==> src/kbd_defs.svh <==
`ifndef KBD_DEFS_SVH
`define KBD_DEFS_SVH

// Number of keyboard ports merged by the hub
`define KBD_PORTS 2

// FIFO entries, must be a power of two
`define KBD_FIFO_DEPTH 8

// Flops in front of the edge detector
`define KBD_SYNC_STAGES 2

`endif

==> src/kbd_pkg.sv <==
`include "kbd_defs.svh"

package kbd_pkg;

    typedef logic [7:0] scan_code_t;                             // Raw PS/2 set 2 code
    typedef logic [7:0] ascii_t;                                 // Translated character

    // One bit for two ports
    typedef logic [$clog2(`KBD_PORTS)-1:0] port_id_t;

    typedef logic [$clog2(`KBD_FIFO_DEPTH)-1:0] fifo_ptr_t;      // Wraps naturally

    typedef enum logic [1:0] {
        RX_START,                                                // Waiting for start bit
        RX_DATA,                                                 // Eight data bits, LSB first
        RX_PARITY,                                               // Odd parity bit
        RX_STOP                                                  // Stop bit and frame check
    } rx_state_t;

endpackage

==> src/ps2_rx_if.sv <==
`timescale 1ns/1ns

interface ps2_rx_if;

    logic                sample;   // One-cycle strobe on PS/2 clock fall
    logic                bit_in;   // Synchronized data bit
    kbd_pkg::scan_code_t code;     // Last good frame
    logic                pending;  // Code waiting for the merger
    logic                take;     // Merger has consumed the code

    modport sync (
        output sample, bit_in
    );

    modport rx (
        input  sample, bit_in, take,
        output code, pending
    );

    modport merge (
        input  code, pending,
        output take
    );

endinterface

==> src/ps2_frame_rx.sv <==
`timescale 1ns/1ns

module ps2_frame_rx (
    input  logic clk,
    input  logic reset,
    ps2_rx_if.rx rx,
    output logic frame_err
);

    localparam int DATA_BITS = 8;
    localparam int CNT_W     = $clog2(DATA_BITS);

    kbd_pkg::rx_state_t  state;
    logic [CNT_W-1:0]    bit_cnt;     // Data bits received so far
    logic                parity;      // Running XOR of data and parity bits
    logic                start_ok;    // Start bit was low
    kbd_pkg::scan_code_t shift_reg;
    logic                frame_good;
    logic                last_data;

    assign last_data = (bit_cnt == CNT_W'(DATA_BITS - 1));

    // Checked while the stop bit is on bit_in
    assign frame_good = start_ok & parity & rx.bit_in;

    always_ff @(posedge clk) begin
        if (reset) begin
            state      <= kbd_pkg::RX_START;
            bit_cnt    <= '0;
            parity     <= 1'b0;
            start_ok   <= 1'b0;
            rx.pending <= 1'b0;
            frame_err  <= 1'b0;
        end else begin
            if (rx.take) begin
                rx.pending <= 1'b0;                              // Falls the cycle after take
            end
            if (rx.sample) begin
                case (state)
                    kbd_pkg::RX_START: begin
                        start_ok <= ~rx.bit_in;
                        parity   <= 1'b0;
                        bit_cnt  <= '0;
                        state    <= kbd_pkg::RX_DATA;             // Walk on even if bad
                    end
                    kbd_pkg::RX_DATA: begin
                        parity  <= parity ^ rx.bit_in;
                        bit_cnt <= bit_cnt + 1'b1;
                        if (last_data) begin
                            state <= kbd_pkg::RX_PARITY;
                        end
                    end
                    kbd_pkg::RX_PARITY: begin
                        parity <= parity ^ rx.bit_in;             // Odd total leaves a 1
                        state  <= kbd_pkg::RX_STOP;
                    end
                    kbd_pkg::RX_STOP: begin
                        if (frame_good) begin
                            rx.pending <= 1'b1;                  // Wins over a same-cycle take
                        end else begin
                            frame_err <= 1'b1;                   // Sticky until reset
                        end
                        state <= kbd_pkg::RX_START;
                    end
                    default: begin
                        state <= kbd_pkg::RX_START;
                    end
                endcase
            end
        end
    end

    always_ff @(posedge clk) begin
        if (rx.sample && state == kbd_pkg::RX_DATA) begin
            shift_reg <= {rx.bit_in, shift_reg[7:1]};            // LSB arrives first
        end
        if (rx.sample && state == kbd_pkg::RX_STOP && frame_good) begin
            rx.code <= shift_reg;
        end
    end

endmodule

==> src/flat_wrapper.sv <==
// flat-port wrapper written by rule: the top's interface ports become plain ports
module ps2_frame_rx_flat 
  (clk, reset, frame_err, rx_sample, rx_bit_in, rx_take, rx_code, rx_pending);
  ps2_rx_if rx_i ();
  input  logic clk;
  input  logic reset;
  output logic frame_err;
  input wire logic [$bits(rx_i.sample)-1:0] rx_sample;
  input wire logic [$bits(rx_i.bit_in)-1:0] rx_bit_in;
  input wire logic [$bits(rx_i.take)-1:0] rx_take;
  output wire logic [$bits(rx_i.code)-1:0] rx_code;
  output wire logic [$bits(rx_i.pending)-1:0] rx_pending;
  assign rx_i.sample = rx_sample;
  assign rx_i.bit_in = rx_bit_in;
  assign rx_i.take = rx_take;
  assign rx_code = rx_i.code;
  assign rx_pending = rx_i.pending;
  ps2_frame_rx u_core (.clk(clk), .reset(reset), .rx(rx_i), .frame_err(frame_err));
endmodule
==> config.mk <==
export PLATFORM = sky130hd
export DESIGN_NAME = ps2_frame_rx_flat
export DESIGN_NICKNAME = d
export VERILOG_FILES = /design/src/kbd_pkg.sv /design/src/ps2_rx_if.sv /design/src/ps2_frame_rx.sv /design/src/flat_wrapper.sv
export VERILOG_INCLUDE_DIRS = /design/src /design/src/src
export SDC_FILE = /design/constraint.sdc
export NUM_CORES = 1
export LEC_CHECK = 0
export ABC_AREA = 1
export BUFFER_PORTS_ARGS = -buffer_cell sky130_fd_sc_hd__buf_2
export CORE_MARGIN = 10
export CORE_UTILIZATION = 48
export DETAILED_ROUTE_END_ITERATION = 10
export GPL_TIMING_DRIVEN = 1
export MAX_ROUTING_LAYER = met4
export PLACE_DENSITY = 0.71
export SYNTH_ARGS = -nofsm -noshare
export SYNTH_HDL_FRONTEND = slang
export SYNTH_SLANG_ARGS = --single-unit
export TNS_END_PERCENT = 10
==> constraint.sdc <==
create_clock -name clk -period 1.2 [get_ports clk]
set_input_delay 0.12 -clock clk [delete_from_list [all_inputs] [get_ports clk]]
set_output_delay 0.12 -clock clk [all_outputs]
set_load 0.02 [all_outputs]
After elaboration in Yosys (flattened, before gate mapping)
Index checks and enable logic that the tools add are counted.
- output and inout bits: 10
- bits in read-only memories: 0
- bits in latches: 0
- word-level logic and storage cells: 39
- flip-flop bits (word level): 25
- memories: 0
- RAM bits: 0
- bitwise gates (word level): 5
- shifts and indexed selects: 0
- equality and inequality tests: 5
- multiplexer cells: 8
- magnitude comparators: 0
- divide/modulo/power cells: 0
- reduce and logical (&&, ||, !) cells: 12
- $add $sub $neg: 1
- multiply operators: 0
- operators by type and width (kind ; count):
    one-hot mux 2 bit (4 select lines) ; 1
    AND reduction 2 bit ; 4
    one-hot mux 3 bit (2 select lines) ; 1
    == test 2 bit, second input constant ; 2
    two-way mux 1 bit ; 4
    nonzero test 2 bit ; 2
    adder 3 x 1 -> 3 bit, second input constant ; 1
    == test 3 bit, second input constant ; 1
    logical AND 1 bit ; 3
    AND reduction 3 bit ; 1
    AND 1 bit ; 2
    == test 2 x 1 -> 1 bit, second input constant ; 1
    logical NOT 2 bit ; 1
    two-way mux 2 bit ; 1
    inequality test 2 x 1 -> 1 bit, second input constant ; 1
    inverter 1 bit ; 2
    one-hot mux 1 bit (2 select lines) ; 1
    OR reduction 2 bit ; 1
    XOR 1 bit ; 1

Depth between registers and ports, before layout
Gate-level depths: netlist (run 1).
- depth in word-level cells: 5
- mapped depth: 7

Least setup slack after synthesis (run 1)
OpenSTA, ideal clock, no wires.
- path kind: flip-flop to flip-flop
- from: register u_core.state[0]
- to: register u_core.rx.code[0] (enable)
- arrival time: 0.998 ns
- clock period less this slack: 1.371 ns
- setup time: 0.374 ns
- required time: 0.826 ns
- buffers on the path: 0
- path slack: -0.171 ns
- cell stages (with the launch flop): 4
- cell sequence: dfxtp_1 > ha_1 > nand2_1 > nor2_1
- longest elaborated chain between the ends: 3
- ends and longest elaborated chain (item ; RTL line ; RTL):
    start, declared ; ps2_frame_rx.sv:13 ; kbd_pkg::rx_state_t state;
    start signal, assigned ; ps2_frame_rx.sv:28 ; state <= kbd_pkg::RX_START;
    start signal, assigned ; ps2_frame_rx.sv:44 ; state <= kbd_pkg::RX_DATA;
    start signal, assigned ; ps2_frame_rx.sv:50 ; state <= kbd_pkg::RX_PARITY;
    == test 2 bit ; ps2_frame_rx.sv:77 ; if (rx.sample && state == kbd_pkg::RX_STOP && frame_good) begin
    logical AND 1 bit (2 in a row) ; ps2_frame_rx.sv:77 ;
    end signal, assigned ; ps2_frame_rx.sv:78 ; rx.code <= shift_reg;
    end, declared ; ps2_rx_if.sv:17 ; output code, pending
No other way between the ends.
A chain may end at the register's enable or synchronous reset.

Worst setup path in the final report (run 1)
- from: register u_core.state[1]
- to: register u_core.shift_reg[5] (enable)
- longest elaborated chain between the ends: 2
- ends and longest elaborated chain (item ; RTL line ; RTL):
    == test 2 x 1 -> 1 bit ; ps2_frame_rx.sv:74 ; if (rx.sample && state == kbd_pkg::RX_DATA) begin
    logical AND 1 bit ; ps2_frame_rx.sv:74 ;
    end signal, assigned ; ps2_frame_rx.sv:75 ; shift_reg <= {rx.bit_in, shift_reg[7:1]};
    end, declared ; ps2_frame_rx.sv:17 ; kbd_pkg::scan_code_t shift_reg;
No other way between the ends.

==> impl_metrics.py, run 1 <==
metrics = {
    "logic_synthesis": {
        "ys_ff_latch": 25,
        "ys_types": 14,
        "yosysWarnings": 0,
        "syn_area_per_cell_um2": 12.02,
        "syn_nets": 92,
        "yosysSeqAreaShare_pct": 67.87,
        "synth_top_area_share_pct": 49.36,
        "syn_inst": 81,
        "syn_area_um2": 973.4,
        "yosysTopAreaCell": "edfxtp_1",
        "synthTopCellsByArea": "edfxtp_1 (49%), dfxtp_1 (19%), ha_1 (7.7%), nand2_1 (4.2%), inv_1 (3.9%)",
    },
    "floorplan": {
        "fp-row-count": 16,
        "core_mm2": 0.001942,
        "fp.dieW_um": 65.04,
        "die_h_um": 65.04,
        "io_pins": 15,
        "start_util_pct": 50.13,
        "die_area_mm2": 0.004230,
    },
    "pwr": {
        "power.density_mw_per_mm2": 1248,
        "leakage_nw": 0.5134,
        "peakVddDrop_mv": 0.7695,
    },
    "placed_design": {
        "globalplace.congestion": 0.7357,
        "port_buffers": 14,
        "dp_worst_setup_slack_ns": -0.1011,
        "dp_hpwl_um": 1318,
        "placed_area_mm2": 0.001111,
    },
    "sta": {
        "drv_slew": 0,
        "hold_viol_final": 0,
        "worst_slew_pin_slew_ns": 0.3150,
        "rsz0062_at_grt": "yes",
        "fin_crit_sh_pct": 101.0,
        "finalSetupViolCount": 1,
        "clock_skew_ns": 0.01165,
        "fin_ws_ns": -0.01181,
        "fmax_mhz": 825.2,
        "max-slew-margin-rel_pct": 78.94,
        "fin_crit_ns": 1.212,
    },
    "cells_and_area": {
        "stdcell_area_mm2": 0.001252,
        "multi_input_area_um2": 310.3,
        "finalNetCount": 122,
        "seq_area_um2": 666.9,
        "antenna_cells": 0,
        "syn2layout_area_growth_pct": 28.66,
        "fillers": 158,
        "drive_above_1_share_pct": 39.09,
    },
    "clock_network": {
        "cts_tree": "yes",
        "cts_root_buffer": "clkbuf_4",
        "cts.sinks": 25,
        "clock_latency_ns": 0.32,
        "cts.clk_slew.worst_paths_ns": 0.14,
        "cts_buffers": 3,
        "cts_max_level": 1,
        "cts_hold_buf": 0,
        "cts_max_path_buffers": 2,
    },
    "worst_setup_path": {
        "worst-path-stages": 5,
        "slowest_delay_ns": 0.38,
        "required_ns": 1.30,
        "crit_path_start": "u_core.state[1]$_SDFFE_PP0P_",
        "r2r-start": "u_core.state[1]$_SDFFE_PP0P_",
        "reg2reg_slack_ns": -0.01,
        "worstSetupEndpointType": "flop",
        "reg2regPathDepth": 5,
        "crit_path_end": "u_core.shift_reg[5]$_DFFE_PP_",
        "path_delay_family": "buffers and inverters",
        "critPathBufInv": 3,
        "crit_path_start_kind": "flop",
        "path_class": "flop to flop",
        "cpMaxStageDelayCell": "dfxtp_2",
        "crit_chain": "inv_2 -> ha_4 -> nand2_4 -> clkinvlp_4 -> buf_12",
        "worstPathMaxFanout": 7,
        "timing.rr.end": "u_core.shift_reg[5]$_DFFE_PP_",
        "worstPathArrival_ns": 1.31,
    },
    "global_route": {
        "grt_pass1_wl_um": 2877,
        "grt_start_max_net_pins": 15,
        "grt_usage_pct": 8.557,
        "grt_overflow": 0,
        "grt_pass1_vias": 656,
        "grt_antenna_before_repair": 0,
    },
    "routing": {
        "via_count": 642,
        "drt_pass1_iterations": 4,
        "drtIter0Drc": 12,
        "viasPerCell": 4.686,
        "remaining_drc_errors": 0,
        "wl_um": 1816,
        "wire_per_inst_um": 13.26,
        "drtAntennaViolNets": 0,
    },
    "worst_hold_path": {
        "hold_class": "input port to flop",
    },
    "status": {
        "status": "finished, violations left",
        "violations": "negative setup slack",
    },
    "flow_run": {
        "drv_cap": 0,
    },
}
-- cell usage in the layout (no fill, tap or decap), types with 2 or more instances in the layout --
cell and count:
a21oi_1 6, nor2_4 2, nand2_1 10, inv_2 2, buf_2 14, ha_4 2, nor2_1 9, inv_1 7
dfxtp_2 2, dfxtp_1 6, ha_1 4, edfxtp_1 16, nand3_1 6, clkbuf_4 3, nand2_4 2, buf_4 8
buf_6 2
-- Yosys cell counts --
master,instances
nor2_1,10
or2_1,1
nand3_1,6
a21boi_0,1
nand2_1,11
ha_1,6
a21oi_1,6
edfxtp_1,16
a21oi_2,1
o21ai_0,1
inv_1,10
buf_6,1
dfxtp_1,9
nand2_4,2
-- per-stage QoR --
stage                     total power [mW]  setup TNS, ns  utilization [%]  hold slack, ns  cells
after detailed placement             1.147         -1.267            57.22          0.3625    126
final                                1.563       -0.01181            64.50         0.03594    137
after floorplan                      1.083              0                -          0.1824     81
after global placement               1.134        -0.2421            57.22          0.3584    126
after global routing                 1.629        -0.7046            64.50         0.02980    137
after CTS                            1.540       -0.08821            62.50         0.03807    135
-- worst reg2reg max path, stage by stage (launching register included) --
cell and delay, ns:
dfxtp_2 0.38, inv_2 0.06, ha_4 0.16, nand2_4 0.06
clkinvlp_4 0.16, buf_12 0.18
-- how the worst min path moves through the flow --
stage,end,startpoint,slack (ns),cells after the start
after detailed placement,u_core.shift_reg[7]$_DFFE_PP_,rx_bit_in,0.36,1
final,u_core.bit_cnt[1]$_SDFFE_PP0P_,reset,0.04,2
after CTS,u_core.start_ok$_SDFFE_PP0P_,reset,0.04,2
after global placement,u_core.start_ok$_SDFFE_PP0P_,reset,0.36,2
after floorplan,u_core.start_ok$_SDFFE_PP0P_,reset,0.18,1
after global routing,u_core.shift_reg[7]$_DFFE_PP_,rx_bit_in,0.03,1
-- logic make-up (layout without fill, tap and decap cells) --
| family | count (synthesis) | after routing | synth area share, % |
|---|---|---|---|
| AND/OR/NAND/NOR | 30 | 31 | 14.14 |
| buffers and inverters | 11 | 39 | 5.013 |
| adder cells (fa/ha/maj) | 6 | 6 | 7.712 |
| AO/OA/AOI/OAI | 9 | 9 | 5.270 |
| flip-flops | 25 | 25 | 67.87 |
-- timing repair --
| action | CTS | global route |
|---|---|---|
| gates cloned | 0 | 1 |
| resized for setup | 8 | 9 |
| endpoints found under the hold margin | 0 | 0 |
| setup buffers | 5 | 1 |
| pin swaps | 1 | 2 |
| endpoints found under the setup margin | 22 | 22 |
-- metal layers --
layer,GRT usage [%],vias to the layer above,wire [um]
li1,-,328,-
met1,8.889,306,766
met2,15.27,8,962
met3,3.093,0,87
met4,1.604,0,0
met5,-,-,0
-- power breakdown --
part	internal (mW)	switching, mW	total (mW)
registers	0.947	0.0214	0.969
clock network	0.124	0.249	0.373
logic	0.111	0.110	0.221
total	1.18	0.380	1.56
-- area by class of cell --
| type | count | share of cell area (%) |
|---|---|---|
| timing repair buffer | 25 | 13.79 |
| sequential | 25 | 53.25 |
| clock buffer | 3 | 1.798 |
| clock inverter | 1 | 0.3996 |
| inverter | 10 | 3.297 |
| multi-input combinational | 46 | 24.78 |
| tap | 27 | 2.697 |
(Power assumes the default switching activity.)
==> run 2, diff against run 1 <==
--- a/config.mk
+++ b/config.mk
@@ -8,12 +8,15 @@
 export LEC_CHECK = 0
 export ABC_AREA = 1
 export BUFFER_PORTS_ARGS = -buffer_cell sky130_fd_sc_hd__buf_2
+export CELL_PAD_IN_SITES_DETAIL_PLACEMENT = 1
+export CELL_PAD_IN_SITES_GLOBAL_PLACEMENT = 1
+export CORE_ASPECT_RATIO = 1.75
 export CORE_MARGIN = 10
-export CORE_UTILIZATION = 48
+export CORE_UTILIZATION = 38
 export DETAILED_ROUTE_END_ITERATION = 10
 export GPL_TIMING_DRIVEN = 1
 export MAX_ROUTING_LAYER = met4
-export PLACE_DENSITY = 0.71
+export PLACE_DENSITY = 0.7
 export SYNTH_ARGS = -nofsm -noshare
 export SYNTH_HDL_FRONTEND = slang
 export SYNTH_SLANG_ARGS = --single-unit
==> run 2 against run 1 <==
  * Flip-flop and latch count unchanged
  * Routed wire length is 13% higher
  * Die area up 20%
  * Critical endpoint is now u_core.shift_reg[6]$_DFFE_PP_
  * The run now ends clean
==> impl_metrics.py, run 2 (same netlist as run 1, synthesis figures left out) <==
metrics = {
    "status": {
        "status": "completed",
    },
    "routing": {
        "viasPerCell": 4.932,
        "wl_um": 2054,
        "drt_pass1_iterations": 2,
        "via_count": 656,
        "drtAntennaViolNets": 0,
        "wire_per_inst_um": 15.44,
        "drtIter0Drc": 7,
        "remaining_drc_errors": 0,
    },
    "pwr": {
        "power.density_mw_per_mm2": 1354,
        "p_sw_uw": 383.9,
        "p_clk_share_pct": 29.1,
        "peakVddDrop_mv": 0.7296,
        "leakage_nw": 0.5004,
        "pwr-share-seq_pct": 58.1,
        "p_int_mw": 1.280,
        "switching_share_pct": 23.07,
        "comb_power_share_pct": 12.9,
    },
    "flow_run": {
        "drv_cap": 0,
    },
    "sta": {
        "clock_skew_ns": 0.002629,
        "hold-worst-slack_ns": 0.09420,
        "rsz0062_at_grt": "yes",
        "fin_crit_sh_pct": 99.30,
        "fin_crit_ns": 1.192,
        "fin_ws_ns": 0.008422,
        "drv_slew": 0,
        "hold_viol_final": 0,
        "fmax_mhz": 839.2,
        "finalSetupViolCount": 0,
        "max-slew-margin-rel_pct": 83.13,
        "worst_slew_pin_slew_ns": 0.2524,
    },
    "worst_setup_path": {
        "reg2regPathDepth": 5,
        "crit_path_start_kind": "flop",
        "timing.rr.end": "u_core.shift_reg[6]$_DFFE_PP_",
        "worstSetupEndpointType": "flop",
        "r2r-start": "u_core.state[1]$_SDFFE_PP0P_",
        "worstPathMaxFanout": 5,
        "reg2reg_slack_ns": 0.008,
        "path_class": "flop to flop",
        "required_ns": 1.19,
        "worstPathArrival_ns": 1.18,
    },
    "cells_and_area": {
        "layout_commonest_cell": "edfxtp_1",
        "fillers": 282,
        "finalNetCount": 119,
        "final_cell_mix": "edfxtp_1 (16), buf_2 (14), nand2_1 (9), nor2_1 (9), buf_4 (8)",
        "antenna_cells": 0,
        "final_cell_count_no_fill": 133,
        "syn2layout_area_growth_pct": 26.22,
        "drive_above_1_share_pct": 40.19,
        "postLayoutCoreUtil_pct": 49.90,
        "stdcell_area_mm2": 0.001229,
    },
    "global_route": {
        "grt_antenna_before_repair": 0,
        "grt_overflow": 0,
        "grt_pass1_vias": 738,
        "grt_pass1_wl_um": 3532,
        "grt_start_max_net_pins": 14,
        "grt_usage_pct": 9.240,
    },
    "floorplan": {
        "fp.dieW_um": 58.26,
        "core_mm2": 0.002462,
        "die_area_mm2": 0.005066,
        "die_h_um": 86.96,
        "io_pins": 15,
        "fp-row-count": 24,
        "start_util_pct": 39.53,
    },
    "clock_network": {
        "clock_latency_ns": 0.26,
        "cts.sinks": 25,
        "cts.clk_slew.worst_paths_ns": 0.08,
        "cts_root_buffer": "clkbuf_8",
        "cts_max_path_buffers": 2,
        "cts_max_level": 1,
        "cts_buffers": 3,
        "cts_hold_buf": 0,
        "cts_tree": "yes",
    },
    "placed_design": {
        "placed_area_mm2": 0.001110,
        "port_buffers": 14,
        "post-place-cells": 125,
        "globalplace.congestion": 0.7019,
        "dp_worst_setup_slack_ns": -0.1150,
        "dp_hpwl_um": 1637,
    },
    "worst_hold_path": {
        "worstHoldEndpoint": "u_core.shift_reg[7]$_DFFE_PP_",
        "hold_class": "input port to flop",
        "min_from": "rx_bit_in",
        "whs_path_depth": 1,
    },
}
[run 2: per-stage QoR]
stage | power, mW | setup TNS, ns
global placement | 1.142 | -0.2834
CTS | 1.670 | -0.06538
finish | 1.664 | 0
floorplan | 1.083 | 0
detailed placement | 1.156 | -1.615
global route | 1.743 | -0.4330
[run 2: worst max-delay path by stage]
stage,to,from
after global routing,u_core.state[0]$_SDFFE_PP0P_,u_core.bit_cnt[0]$_SDFFE_PP0P_
after floorplan,u_core.shift_reg[0]$_DFFE_PP_,u_core.state[1]$_SDFFE_PP0P_
after detailed placement,u_core.shift_reg[0]$_DFFE_PP_,u_core.state[1]$_SDFFE_PP0P_
after global placement,u_core.rx.code[0]$_DFFE_PP_,u_core.state[0]$_SDFFE_PP0P_
final,u_core.shift_reg[6]$_DFFE_PP_,u_core.state[1]$_SDFFE_PP0P_
after CTS,u_core.rx.code[0]$_DFFE_PP_,u_core.state[0]$_SDFFE_PP0P_
[run 2: power by group through the flow]
stage	clock network, mW	registers, mW	logic, mW
floorplan	0	0.980	0.103
global placement	0	0.981	0.161
detailed placement	0	0.984	0.172
CTS	0.501	0.965	0.203
global route	0.529	0.970	0.244
finish	0.484	0.966	0.214
[run 2: repair_timing]
| action | in CTS | in global routing |
|---|---|---|
| pin swaps | 2 | 2 |
| gates cloned | 1 | 0 |
| resized for setup | 6 | 10 |
| endpoints found under the setup margin | 22 | 22 |
| buffers inserted | 3 | 0 |
[run 2: layout make-up]
cell class / instances / area [um2] / area share (%)
Sequential cell: 25 / 664.4 / 54.07
Timing Repair Buffer: 22 / 130.1 / 10.59
Inverter: 10 / 41.29 / 3.360
Tap cell: 26 / 32.53 / 2.648
Multi-Input combinational cell: 46 / 315.3 / 25.66
Clock buffer: 4 / 45.04 / 3.666
[run 2: worst max-delay path, cell delays in order, from the launching register on]
cell        delay, ns
dfxtp_2          0.33
inv_1            0.08
ha_2             0.22
nand2_4          0.06
clkinvlp_4       0.09
buf_4            0.14
[run 2: layer usage]
layer  vias to the layer above  GRT usage, %  part of all wire (%)
met5                         -             -                     0
met4                         0         5.150                   2.1
met3                         4         2.485                   4.1
met2                        13         17.36                    59
met1                       319         7.653                    34
li1                        320             -                     -
==> run 3, diff against run 2 <==
--- a/config.mk
+++ b/config.mk
@@ -10,7 +10,7 @@
 export BUFFER_PORTS_ARGS = -buffer_cell sky130_fd_sc_hd__buf_2
 export CELL_PAD_IN_SITES_DETAIL_PLACEMENT = 1
 export CELL_PAD_IN_SITES_GLOBAL_PLACEMENT = 1
-export CORE_ASPECT_RATIO = 1.75
+export CORE_ASPECT_RATIO = 0.7
 export CORE_MARGIN = 10
 export CORE_UTILIZATION = 38
 export DETAILED_ROUTE_END_ITERATION = 10
==> run 3 against run 2 <==
  * The flow now finishes with violations (negative setup slack)
  * Count of clock-buffer cells in the layout decreased by 1
  * Via count increased by 0.91%
  * Register-to-register slack got worse by 0.02 ns
  * Worst setup slack got worse by 0.025 ns
  * Combinational power increased by 5%
  * Cell count increased by 7.5%
  * Non-clock buffer count increased by 3
  * Critical path depth unchanged
  * Sequential power about the same
  * Die area decreased by 0.94%
  * Final area increased by 4.3%
  * Flip-flop and latch count unchanged
==> impl_metrics.py, run 3 (same netlist as run 1, synthesis figures left out) <==
metrics = {
    "sta": {
        "worst_slew_pin_slew_ns": 0.1817,
        "rsz0062_at_grt": "yes",
        "fmax_mhz": 822.1,
        "finalSetupViolCount": 12,
        "fin_crit_sh_pct": 101.4,
        "fin_tns_setup_ns": -0.06267,
        "drv_slew": 0,
        "hold_viol_final": 0,
        "max-slew-margin-rel_pct": 87.86,
        "fin_ws_ns": -0.01638,
        "clock_skew_ns": 0.008346,
        "fin_crit_ns": 1.216,
    },
    "clock_network": {
        "cts_max_level": 1,
        "cts_hold_buf": 0,
        "clock_latency_ns": 0.28,
        "cts.sinks": 25,
        "cts.clk_slew.worst_paths_ns": 0.09,
        "cts_root_buffer": "clkbuf_8",
        "cts_tree": "yes",
        "cts_buffers": 3,
        "cts_max_path_buffers": 2,
    },
    "global_route": {
        "grt_pass1_vias": 666,
        "grt_start_max_net_pins": 16,
        "grt_overflow": 0,
        "grt_antenna_before_repair": 0,
        "grt_usage_pct": 8.985,
        "grt_pass1_wl_um": 3353,
    },
    "cells_and_area": {
        "finalNetCount": 121,
        "antenna_cells": 0,
        "final_cell_mix": "edfxtp_1 (16), buf_2 (14), nor2_1 (9), nand2_1 (8), inv_1 (7)",
        "syn2layout_area_growth_pct": 31.62,
        "layout_commonest_cell": "edfxtp_1",
        "drive_above_1_share_pct": 42.20,
        "fillers": 271,
        "postLayoutCoreUtil_pct": 52.11,
    },
    "pwr": {
        "power.density_mw_per_mm2": 1337,
        "peakVddDrop_mv": 0.8388,
        "leakage_nw": 0.5158,
    },
    "floorplan": {
        "fp.dieW_um": 80.50,
        "io_pins": 15,
        "die_area_mm2": 0.005018,
        "die_h_um": 62.35,
        "core_mm2": 0.002459,
        "start_util_pct": 39.59,
        "fp-row-count": 15,
    },
    "worst_setup_path": {
        "r2r-start": "u_core.state[1]$_SDFFE_PP0P_",
        "crit_path_end": "u_core.shift_reg[5]$_DFFE_PP_",
        "timing.rr.end": "u_core.shift_reg[5]$_DFFE_PP_",
        "reg2reg_slack_ns": -0.02,
        "required_ns": 1.25,
        "crit_path_start": "u_core.state[1]$_SDFFE_PP0P_",
        "reg2regPathDepth": 5,
        "slowest_delay_ns": 0.36,
        "worstPathMaxFanout": 6,
        "crit_path_start_kind": "flop",
        "cpMaxStageDelayCell": "dfxtp_2",
        "worstSetupEndpointType": "flop",
        "path_class": "flop to flop",
        "crit_chain": "inv_2 -> ha_4 -> nand2_4 -> clkinvlp_4 -> buf_6",
        "worstPathArrival_ns": 1.27,
    },
    "routing": {
        "routed.top_layer": "met4",
        "wl_um": 2145,
        "wire_per_inst_um": 15.00,
        "m1WireLength_um": 949,
        "wl_met3_um": 129,
        "via_count": 662,
        "remaining_drc_errors": 0,
        "drtAntennaViolNets": 0,
        "viasPerCell": 4.629,
        "wl_met2_um": 1026,
        "drtIter0Drc": 11,
        "drt_pass1_iterations": 3,
    },
    "placed_design": {
        "port_buffers": 14,
        "globalplace.congestion": 0.7451,
        "dp_hpwl_um": 1496,
    },
    "worst_hold_path": {
        "hold_class": "input port to flop",
    },
    "flow_run": {
        "drv_cap": 0,
    },
    "status": {
        "status": "finished, violations left",
        "violations": "negative setup slack",
    },
}
-- run 3: final cells by class --
type	instances	area (um2)	share of cell area, %
Multi-Input combinational cell	45	310.3	24.22
Clock inverter	1	7.507	0.5859
Timing Repair Buffer	25	171.4	13.38
Clock buffer	3	41.29	3.223
Sequential cell	25	666.9	52.05
Inverter	10	41.29	3.223
Tap cell	34	42.54	3.320
-- run 3: worst max-delay path: cells and delay by family (launching register included) --
family	cells	cell delay, ns
flip-flops	1	0.36
AND/OR/NAND/NOR	1	0.07
buffers and inverters	3	0.39
adder cells (fa/ha/maj)	1	0.17
-- run 3: what timing repair did --
action | 4_1_cts | 5_1_grt
setup endpoints to repair | 21 | 21
setup buffers | 5 | 1
pin swaps | 2 | 0
gates resized for setup | 6 | 16
-- run 3: how the worst min path moves through the flow --
| stage | depth (start not counted) | start | slack, ns | to |
|---|---|---|---|---|
| 6_report | 2 | reset | 0.08 | u_core.start_ok$_SDFFE_PP0P_ |
| 5_1_grt | 2 | reset | 0.07 | u_core.start_ok$_SDFFE_PP0P_ |
| 4_1_cts | 2 | reset | 0.07 | u_core.start_ok$_SDFFE_PP0P_ |
| 3_5_place_dp | 2 | reset | 0.37 | u_core.start_ok$_SDFFE_PP0P_ |
| 3_3_place_gp | 2 | reset | 0.37 | u_core.start_ok$_SDFFE_PP0P_ |
| 2_1_floorplan | 1 | reset | 0.18 | u_core.start_ok$_SDFFE_PP0P_ |
-- run 3: per-layer routing --
layer | vias to the layer above | global-route usage [%]
li1 | 324 | -
met1 | 323 | 10.25
met2 | 11 | 12.50
met3 | 4 | 5.029
met4 | 0 | 3.947
met5 | - | -
-- run 3: metrics by stage --
step	cell area [um2]	total power [mW]	cells	hold WS (ns)	setup WS, ns
6_report	1281	1.713	143	0.07743	-0.01638
5_1_grt	1281	1.801	143	0.07059	-0.06199
4_1_cts	1227	1.695	142	0.06600	-0.01124
3_5_place_dp	1120	1.149	133	0.3675	-0.1334
3_3_place_gp	1120	1.138	133	0.3653	-0.04961
2_1_floorplan	980.9	1.083	81	0.1824	0.01246
-- run 3: power breakdown --
group	switching [mW]	leakage, nW	total [mW]	internal (mW)
logic	0.117	0.274	0.224	0.107
registers	0.0218	0.220	0.969	0.947
clock network	0.285	0.0217	0.521	0.236
total	0.423	0.516	1.71	1.29
